`src/irRxPkg.sv`:
```
/*
 * IR receiver shared definitions
 * Widths, FSM state encoding, decode tables and the OFF timeout rule
 */
`default_nettype none

package irRxPkg;

	//*********************************************************************
	// Widths
	//*********************************************************************
	localparam int cntWidth    = 16;	// Clock and carrier-cycle counts
	localparam int riseWidth   = 7;		// Rise counter
	localparam int memAdrWidth = 8;		// 256-byte code memory
	localparam int sampleMax   = 5;		// log2 of 32 samples
	localparam int sumWidth    = cntWidth + sampleMax;

	// OFF timeout rule on the carrier-cycle count
	localparam int toShortBit = 11;		// Setting 0, 0x0800 cycles
	localparam int toFieldLsb = 12;		// Top nibble compared with setting

	typedef enum logic [2:0] {
		sWait     = 3'd0,	// Idle, waiting first rise
		sOnCrrCnt = 3'd1,	// ON code while averaging period
		sOn       = 3'd2,	// ON code, average known
		sOffTemp  = 3'd3,	// Possible ON/OFF boundary
		sOff      = 3'd4,	// OFF code, first half period
		sOffIncOk = 3'd5	// OFF code, cycle may count
	} rxState_t;

	// Offset rises skipped before averaging
	function automatic logic [riseWidth-1:0] offsetLen(input logic [1:0] sel);
		return riseWidth'(1) << sel;	// 1, 2, 4, 8
	endfunction

	// Rises averaged for the carrier period
	function automatic logic [riseWidth-1:0] sampleLen(input logic [1:0] sel);
		return riseWidth'(4) << sel;	// 4, 8, 16, 32
	endfunction

endpackage

`default_nettype wire

```
`src/irCountBus.sv`:
```
/*
 * Cycle counter bus
 * Enables and set-to-1 strobes toward the counters, count values back
 */
`default_nettype none

interface irCountBus;

	// Strobes from the control side
	logic clkCntEn;			// Clock count enable
	logic clkCntSet1;		// Clock count load 1
	logic crrCycCntEn;		// Carrier-cycle count enable
	logic crrCycCntSet1;	// Carrier-cycle count load 1
	logic riseCntEn;		// Rise count enable
	logic riseCntSet1;		// Rise count load 1

	// Values from the counters
	logic [irRxPkg::cntWidth-1:0]  clkCnt;
	logic [irRxPkg::cntWidth-1:0]  crrCycCnt;
	logic [irRxPkg::riseWidth-1:0] riseCnt;

	modport ctrl (
		output clkCntEn, clkCntSet1,
		output crrCycCntEn, crrCycCntSet1,
		output riseCntEn, riseCntSet1,
		input  clkCnt, crrCycCnt, riseCnt
	);

	modport cnt (
		input  clkCntEn, clkCntSet1,
		input  crrCycCntEn, crrCycCntSet1,
		input  riseCntEn, riseCntSet1,
		output clkCnt, crrCycCnt, riseCnt
	);

endinterface

`default_nettype wire

```
`src/irCycleCounters.sv`:
```
/*
 * Cycle counters
 * Clock, carrier-cycle and rise counters, saturating, with load-to-1
 */
`default_nettype none

module irCycleCounters (
	input  wire    CLK_i,
	input  wire    RST_i,
	irCountBus.cnt cnt_i
);

	always_ff @(posedge CLK_i or posedge RST_i) begin
		if (RST_i) begin
			cnt_i.clkCnt    <= '0;
			cnt_i.crrCycCnt <= '0;
			cnt_i.riseCnt   <= '0;
		end else begin
			if (cnt_i.clkCntSet1)	// Load wins over enable
				cnt_i.clkCnt <= irRxPkg::cntWidth'(1);
			else if (cnt_i.clkCntEn && !(&cnt_i.clkCnt))
				cnt_i.clkCnt <= cnt_i.clkCnt + 1'b1;

			if (cnt_i.crrCycCntSet1)
				cnt_i.crrCycCnt <= irRxPkg::cntWidth'(1);
			else if (cnt_i.crrCycCntEn && !(&cnt_i.crrCycCnt))
				cnt_i.crrCycCnt <= cnt_i.crrCycCnt + 1'b1;

			if (cnt_i.riseCntSet1)
				cnt_i.riseCnt <= irRxPkg::riseWidth'(1);
			else if (cnt_i.riseCntEn && !(&cnt_i.riseCnt))
				cnt_i.riseCnt <= cnt_i.riseCnt + 1'b1;
		end
	end

	// A saturated count stays saturated until reloaded
	property pNoWrap(set1, full);
		@(posedge CLK_i) disable iff (RST_i)
		!set1 && full |=> full;
	endproperty

	aClkNoWrap  : assert property (pNoWrap(cnt_i.clkCntSet1, &cnt_i.clkCnt));
	aCrrNoWrap  : assert property (pNoWrap(cnt_i.crrCycCntSet1, &cnt_i.crrCycCnt));
	aRiseNoWrap : assert property (pNoWrap(cnt_i.riseCntSet1, &cnt_i.riseCnt));

endmodule

`default_nettype wire

```
`src/irCarrierAvg.sv`:
```
/*
 * Carrier period averaging
 * Skips offset rises, sums clocks over the sample rises, divides by shift
 */
`default_nettype none

module irCarrierAvg (
	input  wire                          CLK_i,
	input  wire                          RST_i,
	input  wire                          start_i,
	input  wire                          rxOn_i,
	input  wire                          rise_i,
	input  wire                          seek_i,
	input  wire  [1:0]                   offsetLen_i,
	input  wire  [1:0]                   sampleLen_i,
	irCountBus.ctrl                      bus_i,
	output logic [irRxPkg::cntWidth-1:0] crrCycAvg_o,
	output logic                         sampleDone_o
);

	logic                         offsetDone;	// Offset rises skipped
	logic                         offsetFull;
	logic [irRxPkg::sumWidth-1:0] clkSum;		// Covers up to 32 samples
	logic [irRxPkg::sumWidth-1:0] sumShift;
	logic [2:0]                   avgShift;		// log2 of sample count

	//*********************************************************************
	// Offset rises
	//*********************************************************************
	assign offsetFull = !offsetDone &&
		(bus_i.riseCnt == irRxPkg::offsetLen(offsetLen_i));

	// Restart at start and again once the offset is skipped
	assign bus_i.riseCntSet1 = start_i || (rxOn_i && offsetFull && rise_i);

	always_ff @(posedge CLK_i or posedge RST_i) begin
		if (RST_i)
			offsetDone <= 1'b0;
		else if (!rxOn_i)
			offsetDone <= 1'b0;
		else if (offsetFull && rise_i)
			offsetDone <= 1'b1;
	end

	// Last sample rise
	assign sampleDone_o = offsetDone && rise_i &&
		(bus_i.riseCnt == irRxPkg::sampleLen(sampleLen_i));

	//*********************************************************************
	// Clock sum and average
	//*********************************************************************
	always_ff @(posedge CLK_i or posedge RST_i) begin
		if (RST_i)
			clkSum <= '0;
		else if (start_i)	// Half the sample count for rounding
			clkSum <= irRxPkg::sumWidth'(irRxPkg::sampleLen(sampleLen_i) >> 1);
		else if (rxOn_i && seek_i && offsetDone)
			clkSum <= clkSum + 1'b1;
	end

	assign avgShift    = {1'b0, sampleLen_i} + 3'd2;	// 2 to 5
	assign sumShift    = clkSum >> avgShift;
	assign crrCycAvg_o = sumShift[irRxPkg::cntWidth-1:0];

endmodule

`default_nettype wire

```
`src/irRxFsm.sv`:
```
/*
 * IR receive control
 * RXD sync and rise detect, ON/OFF code FSM, counter strobes, interrupt
 */
`default_nettype none

module irRxFsm (
	input  wire                          CLK_i,
	input  wire                          RST_i,
	input  wire                          start_i,
	input  wire                          stop_i,
	input  wire                          rxd_i,
	input  wire  [3:0]                   offTimeout_i,
	input  wire                          clear_i,
	input  wire  [irRxPkg::cntWidth-1:0] crrCycAvg_i,
	input  wire                          sampleDone_i,
	input  wire                          memFull_i,
	irCountBus.ctrl                      bus_o,
	output logic                         rise_o,
	output logic                         seek_o,
	output logic                         rxOn_o,
	output logic                         onCodeRdy_o,
	output logic                         offWrite_o,
	output logic                         offAdj_o,
	output logic                         codeEnd_o,
	output logic                         int_o
);

	logic              rxdP2, rxdP1, rxdS;	// RXD synchronizer
	logic              clrP, clrS;			// Interrupt clear sync
	irRxPkg::rxState_t state, nextState;
	logic              nSeek, nOnRdy, nEnd;
	logic              incDis, nIncDis;		// Blocks OFF cycle count on rise
	logic              clkFull, clkHalf, timeout, offState;

	always_ff @(posedge CLK_i or posedge RST_i) begin
		if (RST_i) begin
			rxdP2 <= 1'b0;
			rxdP1 <= 1'b0;
			rxdS  <= 1'b0;
			clrP  <= 1'b0;
			clrS  <= 1'b0;
		end else begin
			rxdP2 <= rxd_i;
			rxdP1 <= rxdP2;
			rxdS  <= rxdP1;
			clrP  <= clear_i;
			clrS  <= clrP;
		end
	end

	assign rise_o   = rxdP1 && !rxdS;
	assign clkFull  = (bus_o.clkCnt == crrCycAvg_i);	// One carrier period
	assign clkHalf  = (bus_o.clkCnt == (crrCycAvg_i >> 1));
	assign offState = (state == irRxPkg::sOff) || (state == irRxPkg::sOffIncOk);
	// Count still holds the ON value in the cycle of onCodeRdy
	assign timeout  = !onCodeRdy_o && ((offTimeout_i == 4'd0) ?
		bus_o.crrCycCnt[irRxPkg::toShortBit] :
		(bus_o.crrCycCnt[irRxPkg::cntWidth-1:irRxPkg::toFieldLsb] == offTimeout_i));

	//*********************************************************************
	// Counter strobes and write requests
	//*********************************************************************
	assign bus_o.clkCntSet1 = rxOn_o && (rise_o || (clkFull &&
		((state == irRxPkg::sOn) || (state == irRxPkg::sOffIncOk))));
	assign bus_o.crrCycCntEn = rxOn_o && ((rise_o && !incDis) ||
		((state == irRxPkg::sOffIncOk) && clkFull));
	assign bus_o.crrCycCntSet1 = rxOn_o && ((rise_o && offState) || onCodeRdy_o ||
		((state == irRxPkg::sOnCrrCnt) && sampleDone_i));
	assign bus_o.riseCntEn = rxOn_o && rise_o;

	assign offWrite_o = offState && (rise_o || timeout);
	assign offAdj_o   = (state == irRxPkg::sOff) && rise_o;	// Rise already counted

	//*********************************************************************
	// Receiver FSM
	//*********************************************************************
	always_comb begin
		nextState = state;
		nSeek     = 1'b0;
		nOnRdy    = 1'b0;
		nEnd      = 1'b0;
		nIncDis   = 1'b0;
		case (state)
			irRxPkg::sWait: if (rxOn_o && rise_o) begin
				nSeek     = 1'b1;
				nextState = irRxPkg::sOnCrrCnt;
			end
			irRxPkg::sOnCrrCnt: begin
				nSeek = !stop_i && !sampleDone_i;
				if (stop_i)
					nEnd = 1'b1;
				else if (sampleDone_i)
					nextState = irRxPkg::sOn;
			end
			irRxPkg::sOn: begin
				if (stop_i || (rise_o && memFull_i))
					nEnd = 1'b1;
				else if (!rise_o && clkFull)
					nextState = irRxPkg::sOffTemp;
			end
			irRxPkg::sOffTemp: begin
				if (stop_i)
					nEnd = 1'b1;
				else if (rise_o)	// Still ON
					nextState = irRxPkg::sOn;
				else if (clkHalf) begin
					nOnRdy    = 1'b1;	// OFF declared, ON code out
					nextState = irRxPkg::sOffIncOk;
				end
			end
			irRxPkg::sOff: begin
				nIncDis = 1'b1;
				if (stop_i || timeout || (rise_o && memFull_i))
					nEnd = 1'b1;
				else if (rise_o)
					nextState = irRxPkg::sOn;
				else if (clkHalf) begin
					nIncDis   = 1'b0;
					nextState = irRxPkg::sOffIncOk;
				end
			end
			irRxPkg::sOffIncOk: begin
				if (stop_i || timeout || (rise_o && memFull_i))
					nEnd = 1'b1;
				else if (rise_o)	// Next ON code
					nextState = irRxPkg::sOn;
				else if (clkFull)
					nextState = irRxPkg::sOff;
			end
			default: nextState = irRxPkg::sWait;
		endcase
		if (nEnd)
			nextState = irRxPkg::sWait;
	end

	always_ff @(posedge CLK_i or posedge RST_i) begin
		if (RST_i) begin
			state       <= irRxPkg::sWait;
			seek_o      <= 1'b0;
			onCodeRdy_o <= 1'b0;
			codeEnd_o   <= 1'b0;
			incDis      <= 1'b0;
		end else begin
			state       <= nextState;
			seek_o      <= nSeek;
			onCodeRdy_o <= nOnRdy;
			codeEnd_o   <= nEnd;
			incDis      <= nIncDis;
		end
	end

	//*********************************************************************
	// Receive flag, clock enable and interrupt
	//*********************************************************************
	always_ff @(posedge CLK_i or posedge RST_i) begin
		if (RST_i) begin
			rxOn_o         <= 1'b0;
			bus_o.clkCntEn <= 1'b0;
			int_o          <= 1'b0;
		end else begin
			if (start_i)
				rxOn_o <= 1'b1;
			else if (codeEnd_o)
				rxOn_o <= 1'b0;
			if (codeEnd_o)
				bus_o.clkCntEn <= 1'b0;
			else if (rxOn_o && rise_o)	// Runs from the first rise
				bus_o.clkCntEn <= 1'b1;
			if (codeEnd_o)
				int_o <= 1'b1;
			else if (clrS)
				int_o <= 1'b0;
		end
	end

	aStateLegal : assert property (@(posedge CLK_i) disable iff (RST_i)
		state inside {irRxPkg::sWait, irRxPkg::sOnCrrCnt, irRxPkg::sOn,
		irRxPkg::sOffTemp, irRxPkg::sOff, irRxPkg::sOffIncOk});

	aEndOnce : assert property (@(posedge CLK_i) disable iff (RST_i)
		codeEnd_o |=> !codeEnd_o);

endmodule

`default_nettype wire

```
`src/irCodeWriter.sv`:
```
/*
 * Code memory writer
 * Two-byte code writes LSB first, write address, end address latch
 */
`default_nettype none

module irCodeWriter (
	input  wire                             CLK_i,
	input  wire                             RST_i,
	input  wire                             rxOn_i,
	input  wire                             onCodeRdy_i,
	input  wire                             offWrite_i,
	input  wire                             offAdj_i,
	input  wire                             codeEnd_i,
	input  wire  [irRxPkg::cntWidth-1:0]    crrCycCnt_i,
	input  wire  [irRxPkg::memAdrWidth-1:0] limitAdr_i,
	input  wire  [irRxPkg::memAdrWidth-1:0] rdAdr_i,
	output logic [7:0]                      rdData_o,
	output logic                            memFull_o,
	output logic [irRxPkg::memAdrWidth-1:0] codeEndAdr_o
);

	logic [7:0]                      mem [2**irRxPkg::memAdrWidth];
	logic [irRxPkg::memAdrWidth-1:0] wrAdr;
	logic [irRxPkg::cntWidth-1:0]    codeVal;
	logic [7:0]                      msbByte;
	logic [7:0]                      wrData;
	logic                            wrFirst;	// LSB byte cycle
	logic                            wrSecond;	// MSB byte cycle
	logic                            memWe;

	// OFF code ended by a rise is one count high
	assign codeVal   = offAdj_i ? crrCycCnt_i - 1'b1 : crrCycCnt_i;
	// No room left for a two-byte code
	assign memFull_o = (wrAdr >= limitAdr_i - 1'b1);

	assign wrFirst = (onCodeRdy_i || offWrite_i) && !memFull_o;
	assign memWe   = wrFirst || wrSecond;	// 2-cycle write pulse
	assign wrData  = wrSecond ? msbByte : codeVal[7:0];

	always_ff @(posedge CLK_i or posedge RST_i) begin
		if (RST_i)
			wrSecond <= 1'b0;
		else
			wrSecond <= wrFirst;
	end

	// MSB kept from the same count as the LSB
	always_ff @(posedge CLK_i) begin
		if (wrFirst)
			msbByte <= codeVal[15:8];
	end

	//*********************************************************************
	// Addresses
	//*********************************************************************
	always_ff @(posedge CLK_i or posedge RST_i) begin
		if (RST_i) begin
			wrAdr        <= '0;
			codeEndAdr_o <= '0;
		end else begin
			if (!rxOn_i)	// Rewinds between receptions
				wrAdr <= '0;
			else if (memWe)
				wrAdr <= wrAdr + 1'b1;
			if (codeEnd_i)	// Past a byte still being written
				codeEndAdr_o <= memWe ? wrAdr + 1'b1 : wrAdr;
		end
	end

	always_ff @(posedge CLK_i) begin
		if (memWe)
			mem[wrAdr] <= wrData;
	end

	assign rdData_o = mem[rdAdr_i];	// Host read port

	// Neither byte of a code lands on the limit
	aNoLimitWrite : assert property (@(posedge CLK_i) disable iff (RST_i)
		wrFirst |-> (wrAdr != limitAdr_i) ##1 (wrAdr != limitAdr_i));

endmodule

`default_nettype wire

```
`src/irRxTop.sv`:
```
/*
 * IR remote receiver top level
 * Carrier averaging, ON/OFF code FSM, cycle counters and code memory
 */
`default_nettype none

module irRxTop (
	input  wire                             CLK_i,
	input  wire                             RST_i,
	input  wire                             start_i,		// Start strobe
	input  wire                             stop_i,			// Stop strobe
	input  wire                             rxd_i,			// Demodulated carrier
	input  wire  [1:0]                      offsetLen_i,	// 1, 2, 4, 8 rises
	input  wire  [1:0]                      sampleLen_i,	// 4, 8, 16, 32 rises
	input  wire  [3:0]                      offTimeout_i,
	input  wire  [irRxPkg::memAdrWidth-1:0] limitAdr_i,
	input  wire  [irRxPkg::memAdrWidth-1:0] rdAdr_i,
	input  wire                             clear_i,		// Interrupt clear
	output logic                            rxOn_o,
	output logic                            int_o,
	output logic [irRxPkg::memAdrWidth-1:0] codeEndAdr_o,
	output logic [7:0]                      rdData_o
);

	logic                         rise, seek;
	logic [irRxPkg::cntWidth-1:0] crrCycAvg;
	logic                         sampleDone;
	logic                         memFull;
	logic                         onCodeRdy, offWrite, offAdj, codeEnd;

	irCountBus countBus ();

	irCycleCounters irCycleCounters_i (
		.CLK_i (CLK_i),
		.RST_i (RST_i),
		.cnt_i (countBus)
	);

	irCarrierAvg irCarrierAvg_i (
		.CLK_i        (CLK_i),
		.RST_i        (RST_i),
		.start_i      (start_i),
		.rxOn_i       (rxOn_o),
		.rise_i       (rise),
		.seek_i       (seek),
		.offsetLen_i  (offsetLen_i),
		.sampleLen_i  (sampleLen_i),
		.bus_i        (countBus),
		.crrCycAvg_o  (crrCycAvg),
		.sampleDone_o (sampleDone)
	);

	irRxFsm irRxFsm_i (
		.CLK_i        (CLK_i),
		.RST_i        (RST_i),
		.start_i      (start_i),
		.stop_i       (stop_i),
		.rxd_i        (rxd_i),
		.offTimeout_i (offTimeout_i),
		.clear_i      (clear_i),
		.crrCycAvg_i  (crrCycAvg),
		.sampleDone_i (sampleDone),
		.memFull_i    (memFull),
		.bus_o        (countBus),
		.rise_o       (rise),
		.seek_o       (seek),
		.rxOn_o       (rxOn_o),
		.onCodeRdy_o  (onCodeRdy),
		.offWrite_o   (offWrite),
		.offAdj_o     (offAdj),
		.codeEnd_o    (codeEnd),
		.int_o        (int_o)
	);

	irCodeWriter irCodeWriter_i (
		.CLK_i        (CLK_i),
		.RST_i        (RST_i),
		.rxOn_i       (rxOn_o),
		.onCodeRdy_i  (onCodeRdy),
		.offWrite_i   (offWrite),
		.offAdj_i     (offAdj),
		.codeEnd_i    (codeEnd),
		.crrCycCnt_i  (countBus.crrCycCnt),
		.limitAdr_i   (limitAdr_i),
		.rdAdr_i      (rdAdr_i),
		.rdData_o     (rdData_o),
		.memFull_o    (memFull),
		.codeEndAdr_o (codeEndAdr_o)
	);

endmodule

`default_nettype wire

```
`config.mk`:
```
export PLATFORM = sky130hd
export DESIGN_NAME = irRxTop
export DESIGN_NICKNAME = d
export VERILOG_FILES = /design/src/irRxPkg.sv /design/src/irCountBus.sv /design/src/irCycleCounters.sv /design/src/irCarrierAvg.sv /design/src/irRxFsm.sv /design/src/irCodeWriter.sv /design/src/irRxTop.sv
export SDC_FILE = /design/constraint.sdc
export NUM_CORES = 2
export LEC_CHECK = 0
export BUFFER_PORTS_ARGS = -buffer_cell sky130_fd_sc_hd__buf_2
export CORE_MARGIN = 1.5
export CORE_UTILIZATION = 27
export CTS_CLUSTER_SIZE = 12
export DETAILED_ROUTE_END_ITERATION = 10
export SYNTH_ARGS = -nofsm -noshare
export SYNTH_HDL_FRONTEND = slang
export SYNTH_SLANG_ARGS = --single-unit
export TNS_END_PERCENT = 1
```
`constraint.sdc`:
```
create_clock -name CLK_i -period 15.7 [get_ports CLK_i]
set_clock_uncertainty 0.2 [all_clocks]
set_input_delay 0 -clock CLK_i [delete_from_list [all_inputs] [get_ports CLK_i]]
set_output_delay 0 -clock CLK_i [all_outputs]
set_load 0.1 [all_outputs]
```
======== Yosys cells after proc, flatten, opt, wreduce, memory -nomap -nowiden ========
Memories as Yosys holds them, arrays and structs flattened.
Cells that the tools add are included.
storage, ports and cells
  flip-flop bits (word level) ............. 101
  output and inout bits ................... 18
  word-level logic and storage cells ...... 173
  memories ................................ 1
  RAM bits ................................ 2,048
  bits of input ports ..................... 30
memory list
  name                words  bits a word  rd ports  clocked after Yosys merged registers in  wr ports  line                source
  irCodeWriter_i.mem  256    8            1         0                                        1         irCodeWriter.sv:23  logic [7:0] mem [2**irRxPkg::memAdrWidth];
cells by class
  add/sub/neg operators ................... 8
  $lt $le $gt $ge ......................... 1
  reductions and logical operators ........ 67
  shift-type cells ........................ 3
  muxes and demuxes ....................... 51
  equal/unequal tests ..................... 20
operators by type and width
  kind                                                count
  two-way mux 16 bit                                  5
  two-way mux 21 bit                                  2
  two-way mux 3 bit                                   13
  adder 16 x 1 -> 16 bit, second input constant       2
  AND reduction 16 bit                                2
  logical AND 1 bit                                   28
  two-way mux 8 bit                                   3
  two-way mux 1 bit                                   23
  adder 21 x 1 -> 21 bit, second input constant       1
  != test 3 x 2 -> 1 bit, second input constant       7
  right shift 21 x 3 -> 16 bit                        1
  case mux 3 bit (6 select lines)                     1
  equality test 16 x 15 -> 1 bit                      1
  equality test 16 bit                                1
  subtractor 16 x 1 -> 16 bit, second input constant  1
  equality test 7 bit                                 2
  two-way mux 7 bit                                   2
  nonzero test 2 bit                                  7
  logical OR 1 bit                                    13
  logical NOT 1 bit                                   11
  AND reduction 9 bit                                 1
  adder 8 x 1 -> 8 bit, second input constant         1
  >= comparator 8 bit                                 1
  subtractor 8 x 1 -> 8 bit, second input constant    1
  other kinds (17)                                    20

======== Logic depth before layout (Yosys ltp) ========
  word-level depth ........................ 10
  gate-level depth with buffers ........... 15
  depth with buffers taken out ............ 14

======== Least setup slack after synthesis ========
Ideal clock, no wire load.
  path type ............................... flip-flop to flip-flop
  start ................................... register irRxFsm_i.state[1]
  end ..................................... memory irCodeWriter_i.mem[0][7], data pin
  clock period less this slack ............ 14.183 ns
  slack ................................... 1.517 ns
  required time ........................... 13.313 ns
  arrival ................................. 11.796 ns
  path buffers ............................ 0
  stages on the path, launching flop included .. 9
  library setup time ...................... 2.187 ns
  path through ............................ dfrtp_1 nand2b_1 nor2_1 nand2_1 or4_1 or3_1 nor3_1 xnor2_1 o21ai_0
on the way
  cells in the longest elaborated chain, start to end .. 4
ends and longest elaborated chain
  element                       line                source
  start: declaration            irRxFsm.sv:31       irRxPkg::rxState_t state, nextState;
  start signal: assignment      irRxFsm.sv:139      state <= irRxPkg::sWait;
  start signal: assignment      irRxFsm.sv:145      state <= nextState;
  equality test 3 bit           irRxFsm.sv:73       assign offAdj_o = (state == irRxPkg::sOff) && rise_o;
  logical AND 1 bit             irRxFsm.sv:73
  two-way mux 16 bit            irCodeWriter.sv:33  assign codeVal = offAdj_i ? crrCycCnt_i - 1'b1 : crrCycCnt_i;
  two-way mux 8 bit             irCodeWriter.sv:39  assign wrData = wrSecond ? msbByte : codeVal[7:0];
  via irCodeWriter_i.wrData[7]  irCodeWriter.sv:27  logic [7:0] wrData;
  end: declaration              irCodeWriter.sv:23
The timed path passes the listed nets, and every way through them passes these cells.

======== Final worst setup path ========
  start ................................... input port rdAdr_i[0] (netlist name)
  end ..................................... output port rdData_o[0]
on the way
  cells in the longest elaborated chain, start to end .. 1
ends and longest elaborated chain
  element                    line           source
  start: declaration         irRxTop.sv:17  input wire [irRxPkg::memAdrWidth-1:0] rdAdr_i,
  memory read (256 x 8 bit)  -
  end: declaration           irRxTop.sv:22  output logic [7:0] rdData_o
Every way passes these cells.

==> reports/metrics.cfg <==
[yosys]
ys_ff_latch=2149
yosys.area.top_type_share=0.7229
synth.distinct_cells=63
yosysTopAreaCell=edfxtp_1
synthTopCellsByArea=edfxtp_1, mux4_2, dfrtp_1, nor2_1, xnor2_1
ys.flop_type=edfxtp_1
yosys_warnings=0
syn_inst=3969
synth.net_count=4018
avgSynthCellArea_um2=21.52
async_flop_share=0.04328
seq_area_frac_synth=0.7501
synth-edff-count=2056
syn_area_mm2=0.08541

[cells_and_area]
layout_common_cells=edfxtp_1, mux4_2, nor2_1
fin_util=0.3089
seq_area_mm2=0.06407
nFillCells=29800
mostFrequentLayoutCell=edfxtp_1
synthToLayoutAreaGrowth_pct=13.83
multi_input_area_mm2=0.02046
num-nets-final=4127
drive_gt1_frac=0.2549

[worst_setup_path]
crit_buf_inv=5
cpMaxStageDelayCell=buf_4
path_class=in2out
arrival_ns=5.81
endpoint_kind=primary output
cpPeakStageDelay_ns=0.89
required_ns=15.50
crit_chain=buf_8 -> buf_4 -> buf_4 -> buf_4 -> mux4_2 -> mux4_2 -> mux4_2 -> a22oi_1 -> nand2_1 -> buf_2
crit_fanout=63
startpoint_type=input pin
critPathTopFamily=buffers and inverters

[detailed_routing]
routedWlPerCell_um=23.42
first_pass_iters=5
routed_wl_um=196400
num_vias=39660
drt-vias-per-instance=4.730
antenna_left=0
drc_errors=0
drt_iter0_markers=4048

[flow_run]
drv_cap=0

[sta]
setup_ws_ns=9.692
setup-tns-final_ns=0
slew_headroom=0.1270
finalCritPeriodShare=0.3827
slew_viol_final=0
finalHoldViolCount=0
min_period_ns=6.008
tightestPinTransition_ns=1.310
rsz0062_at_grt=no
clock.fmax_ghz=0.1664
setup_viol=0

[global_routing]
overflow=0
grtUsageTotal=0.1214
grt_pass1_wl_um=286200
grt_start_max_net_pins=257
grt_pass1_vias=40700
antenna_found_initial=10

[clock_tree]
hold_buffers=30
tritoncts=built
post_cts_buffers=0
cts_buffers=216
h-tree-depth=4
cts_resized=0
cts.sinks=2149
insertion_delay_ns=0.84
ctsRootBufferMaster=clkbuf_16
clk_pin_slew_ns=0.06
clock_tree.buffer_depth=3

[placed_design]
hpwl_um=112900
pre_cts_ws_ns=9.465
routabilityCongestion=0.7854
io_buffers=47

[pwr]
switchingPower_mw=3.524
p_int_mw=10.23
combPwrFrac=0.124
p_sw_frac=0.2563
p_clk_frac=0.344
power.share.sequential=0.531
power_leakage_nw=29.20
powerDensity_mw_per_mm2=141.4
irDropWorstVdd_mv=0.2830

[run_status]
status=complete, no violations

[die]
die_y_um=565.4
core_mm2=0.3147
row_count=206
ioPinCount=48
initial_core_util=0.2714
dieArea_mm2=0.3197
chipWidth_um=565.4

[hold_path]
min_path_type=in2async

sequential cells by signal (all words and copies together) (netlist names), 3 cells and up:
register                           count
irCodeWriter_i.mem                  2048
irCarrierAvg_i.clkSum                 21
irCycleCounters_i.cnt_i.clkCnt        16
irCycleCounters_i.cnt_i.crrCycCnt     16
irCodeWriter_i.codeEndAdr_o            8
irCodeWriter_i.msbByte                 8
irCodeWriter_i.wrAdr                   8
irCycleCounters_i.cnt_i.riseCnt        7
irRxFsm_i.state                        3
final timing paths:
check	start	to	slack, ns	cells after the start
hold / removal	RST_i	irCycleCounters_i.cnt_i.crrCycCnt[12]$_DFFE_PP0P_	0.06	4
max in group asynchronous	RST_i	irCycleCounters_i.cnt_i.clkCnt[5]$_DFFE_PP0P_	14.00	5
setup reg to reg	irCodeWriter_i.wrAdr[0]$_DFF_PP0_	irCodeWriter_i.mem[198][0]$_DFFE_PP_	10.27	9
setup / recovery	rdAdr_i[0]	rdData_o[0]	9.69	10
hold reg to reg	irRxFsm_i.clrP$_DFF_PP0_	irRxFsm_i.clrS$_DFF_PP0_	0.16	0
min in group CLK_i	sampleLen_i[1]	irCarrierAvg_i.clkSum[4]$_DFFE_PP0P_	0.08	4
worst min-delay path, delay by kind of cell:
family / cells / cell delay (ns)
buffers and inverters: 4 / 1.50
stage by stage:
stage                     hold slack (ns)  power (mW)  instances  instance area [µm²]
after floorplan                   -0.1686       9.043       3969                85410
after global placement            -0.2077       9.069       7990                90570
after detailed placement          -0.2033       9.160       7990                90570
after CTS                        0.006842       13.86       8381                97210
after global routing              0.06240       14.21       8381                97210
final                             0.05801       13.75       8384                97220
power by group through the flow:
stage               clock network, mW  registers, mW  logic [mW]
CTS                              4.81           7.30        1.74
detailed placement                  0           7.42        1.74
floorplan                           0           8.11       0.935
finish                           4.73           7.31        1.71
global route                     5.03           7.31        1.86
global placement                    0           7.41        1.66
cell type report:
class                      instances  area share
clock buffer                     283     0.05905
multi-input combinational       1559      0.2105
sequential                      2149      0.6590
inverter                          27    0.001068
tap                             4160     0.05354
antenna                            3  0.00007722
clock inverter                    78    0.006203
timing repair buffer             125     0.01060
cells in the mapped netlist (3+ instances only):
cell	instances
a2111oi_2	9
a211oi_1	4
a21oi_1	31
a22oi_1	16
a31oi_1	3
and2_1	8
and3_1	8
buf_1	57
buf_2	3
clkbuf_1	170
dfrtp_1	93
edfxtp_1	2056
ha_1	19
inv_1	26
mux2_2	5
mux2i_1	23
mux4_1	5
mux4_2	675
nand2_1	83
nand2b_1	15
nand3_1	34
nand4_1	20
nor2_1	359
nor2b_1	17
nor3_1	20
nor4_1	12
o21ai_0	29
or3_1	7
or4_1	3
xnor2_1	79
xor2_1	37
per-layer routing:
layer  routed length, µm  vias up  global-route usage
met5                  10        -                   0
met4                5037        2             0.03522
met3               13850      254             0.02842
met2               94910     1301              0.1958
met1               82570    21430              0.1629
li1                    -    16670                   -
logic make-up (layout without fill, tap and decap cells):
family,Yosys count,in the layout,share of synthesized area
buffers and inverters,261,513,0.01192
and+or+nand+nor,600,600,0.03066
DFF,2149,2149,0.7501
AOI/OAI and AO/OA,116,116,0.009757
adders and majority gates,19,19,0.002783
other,0,3,0
muxes,708,708,0.1829
xor gates and xnor gates,116,116,0.01190
(Power assumes the default switching activity.)
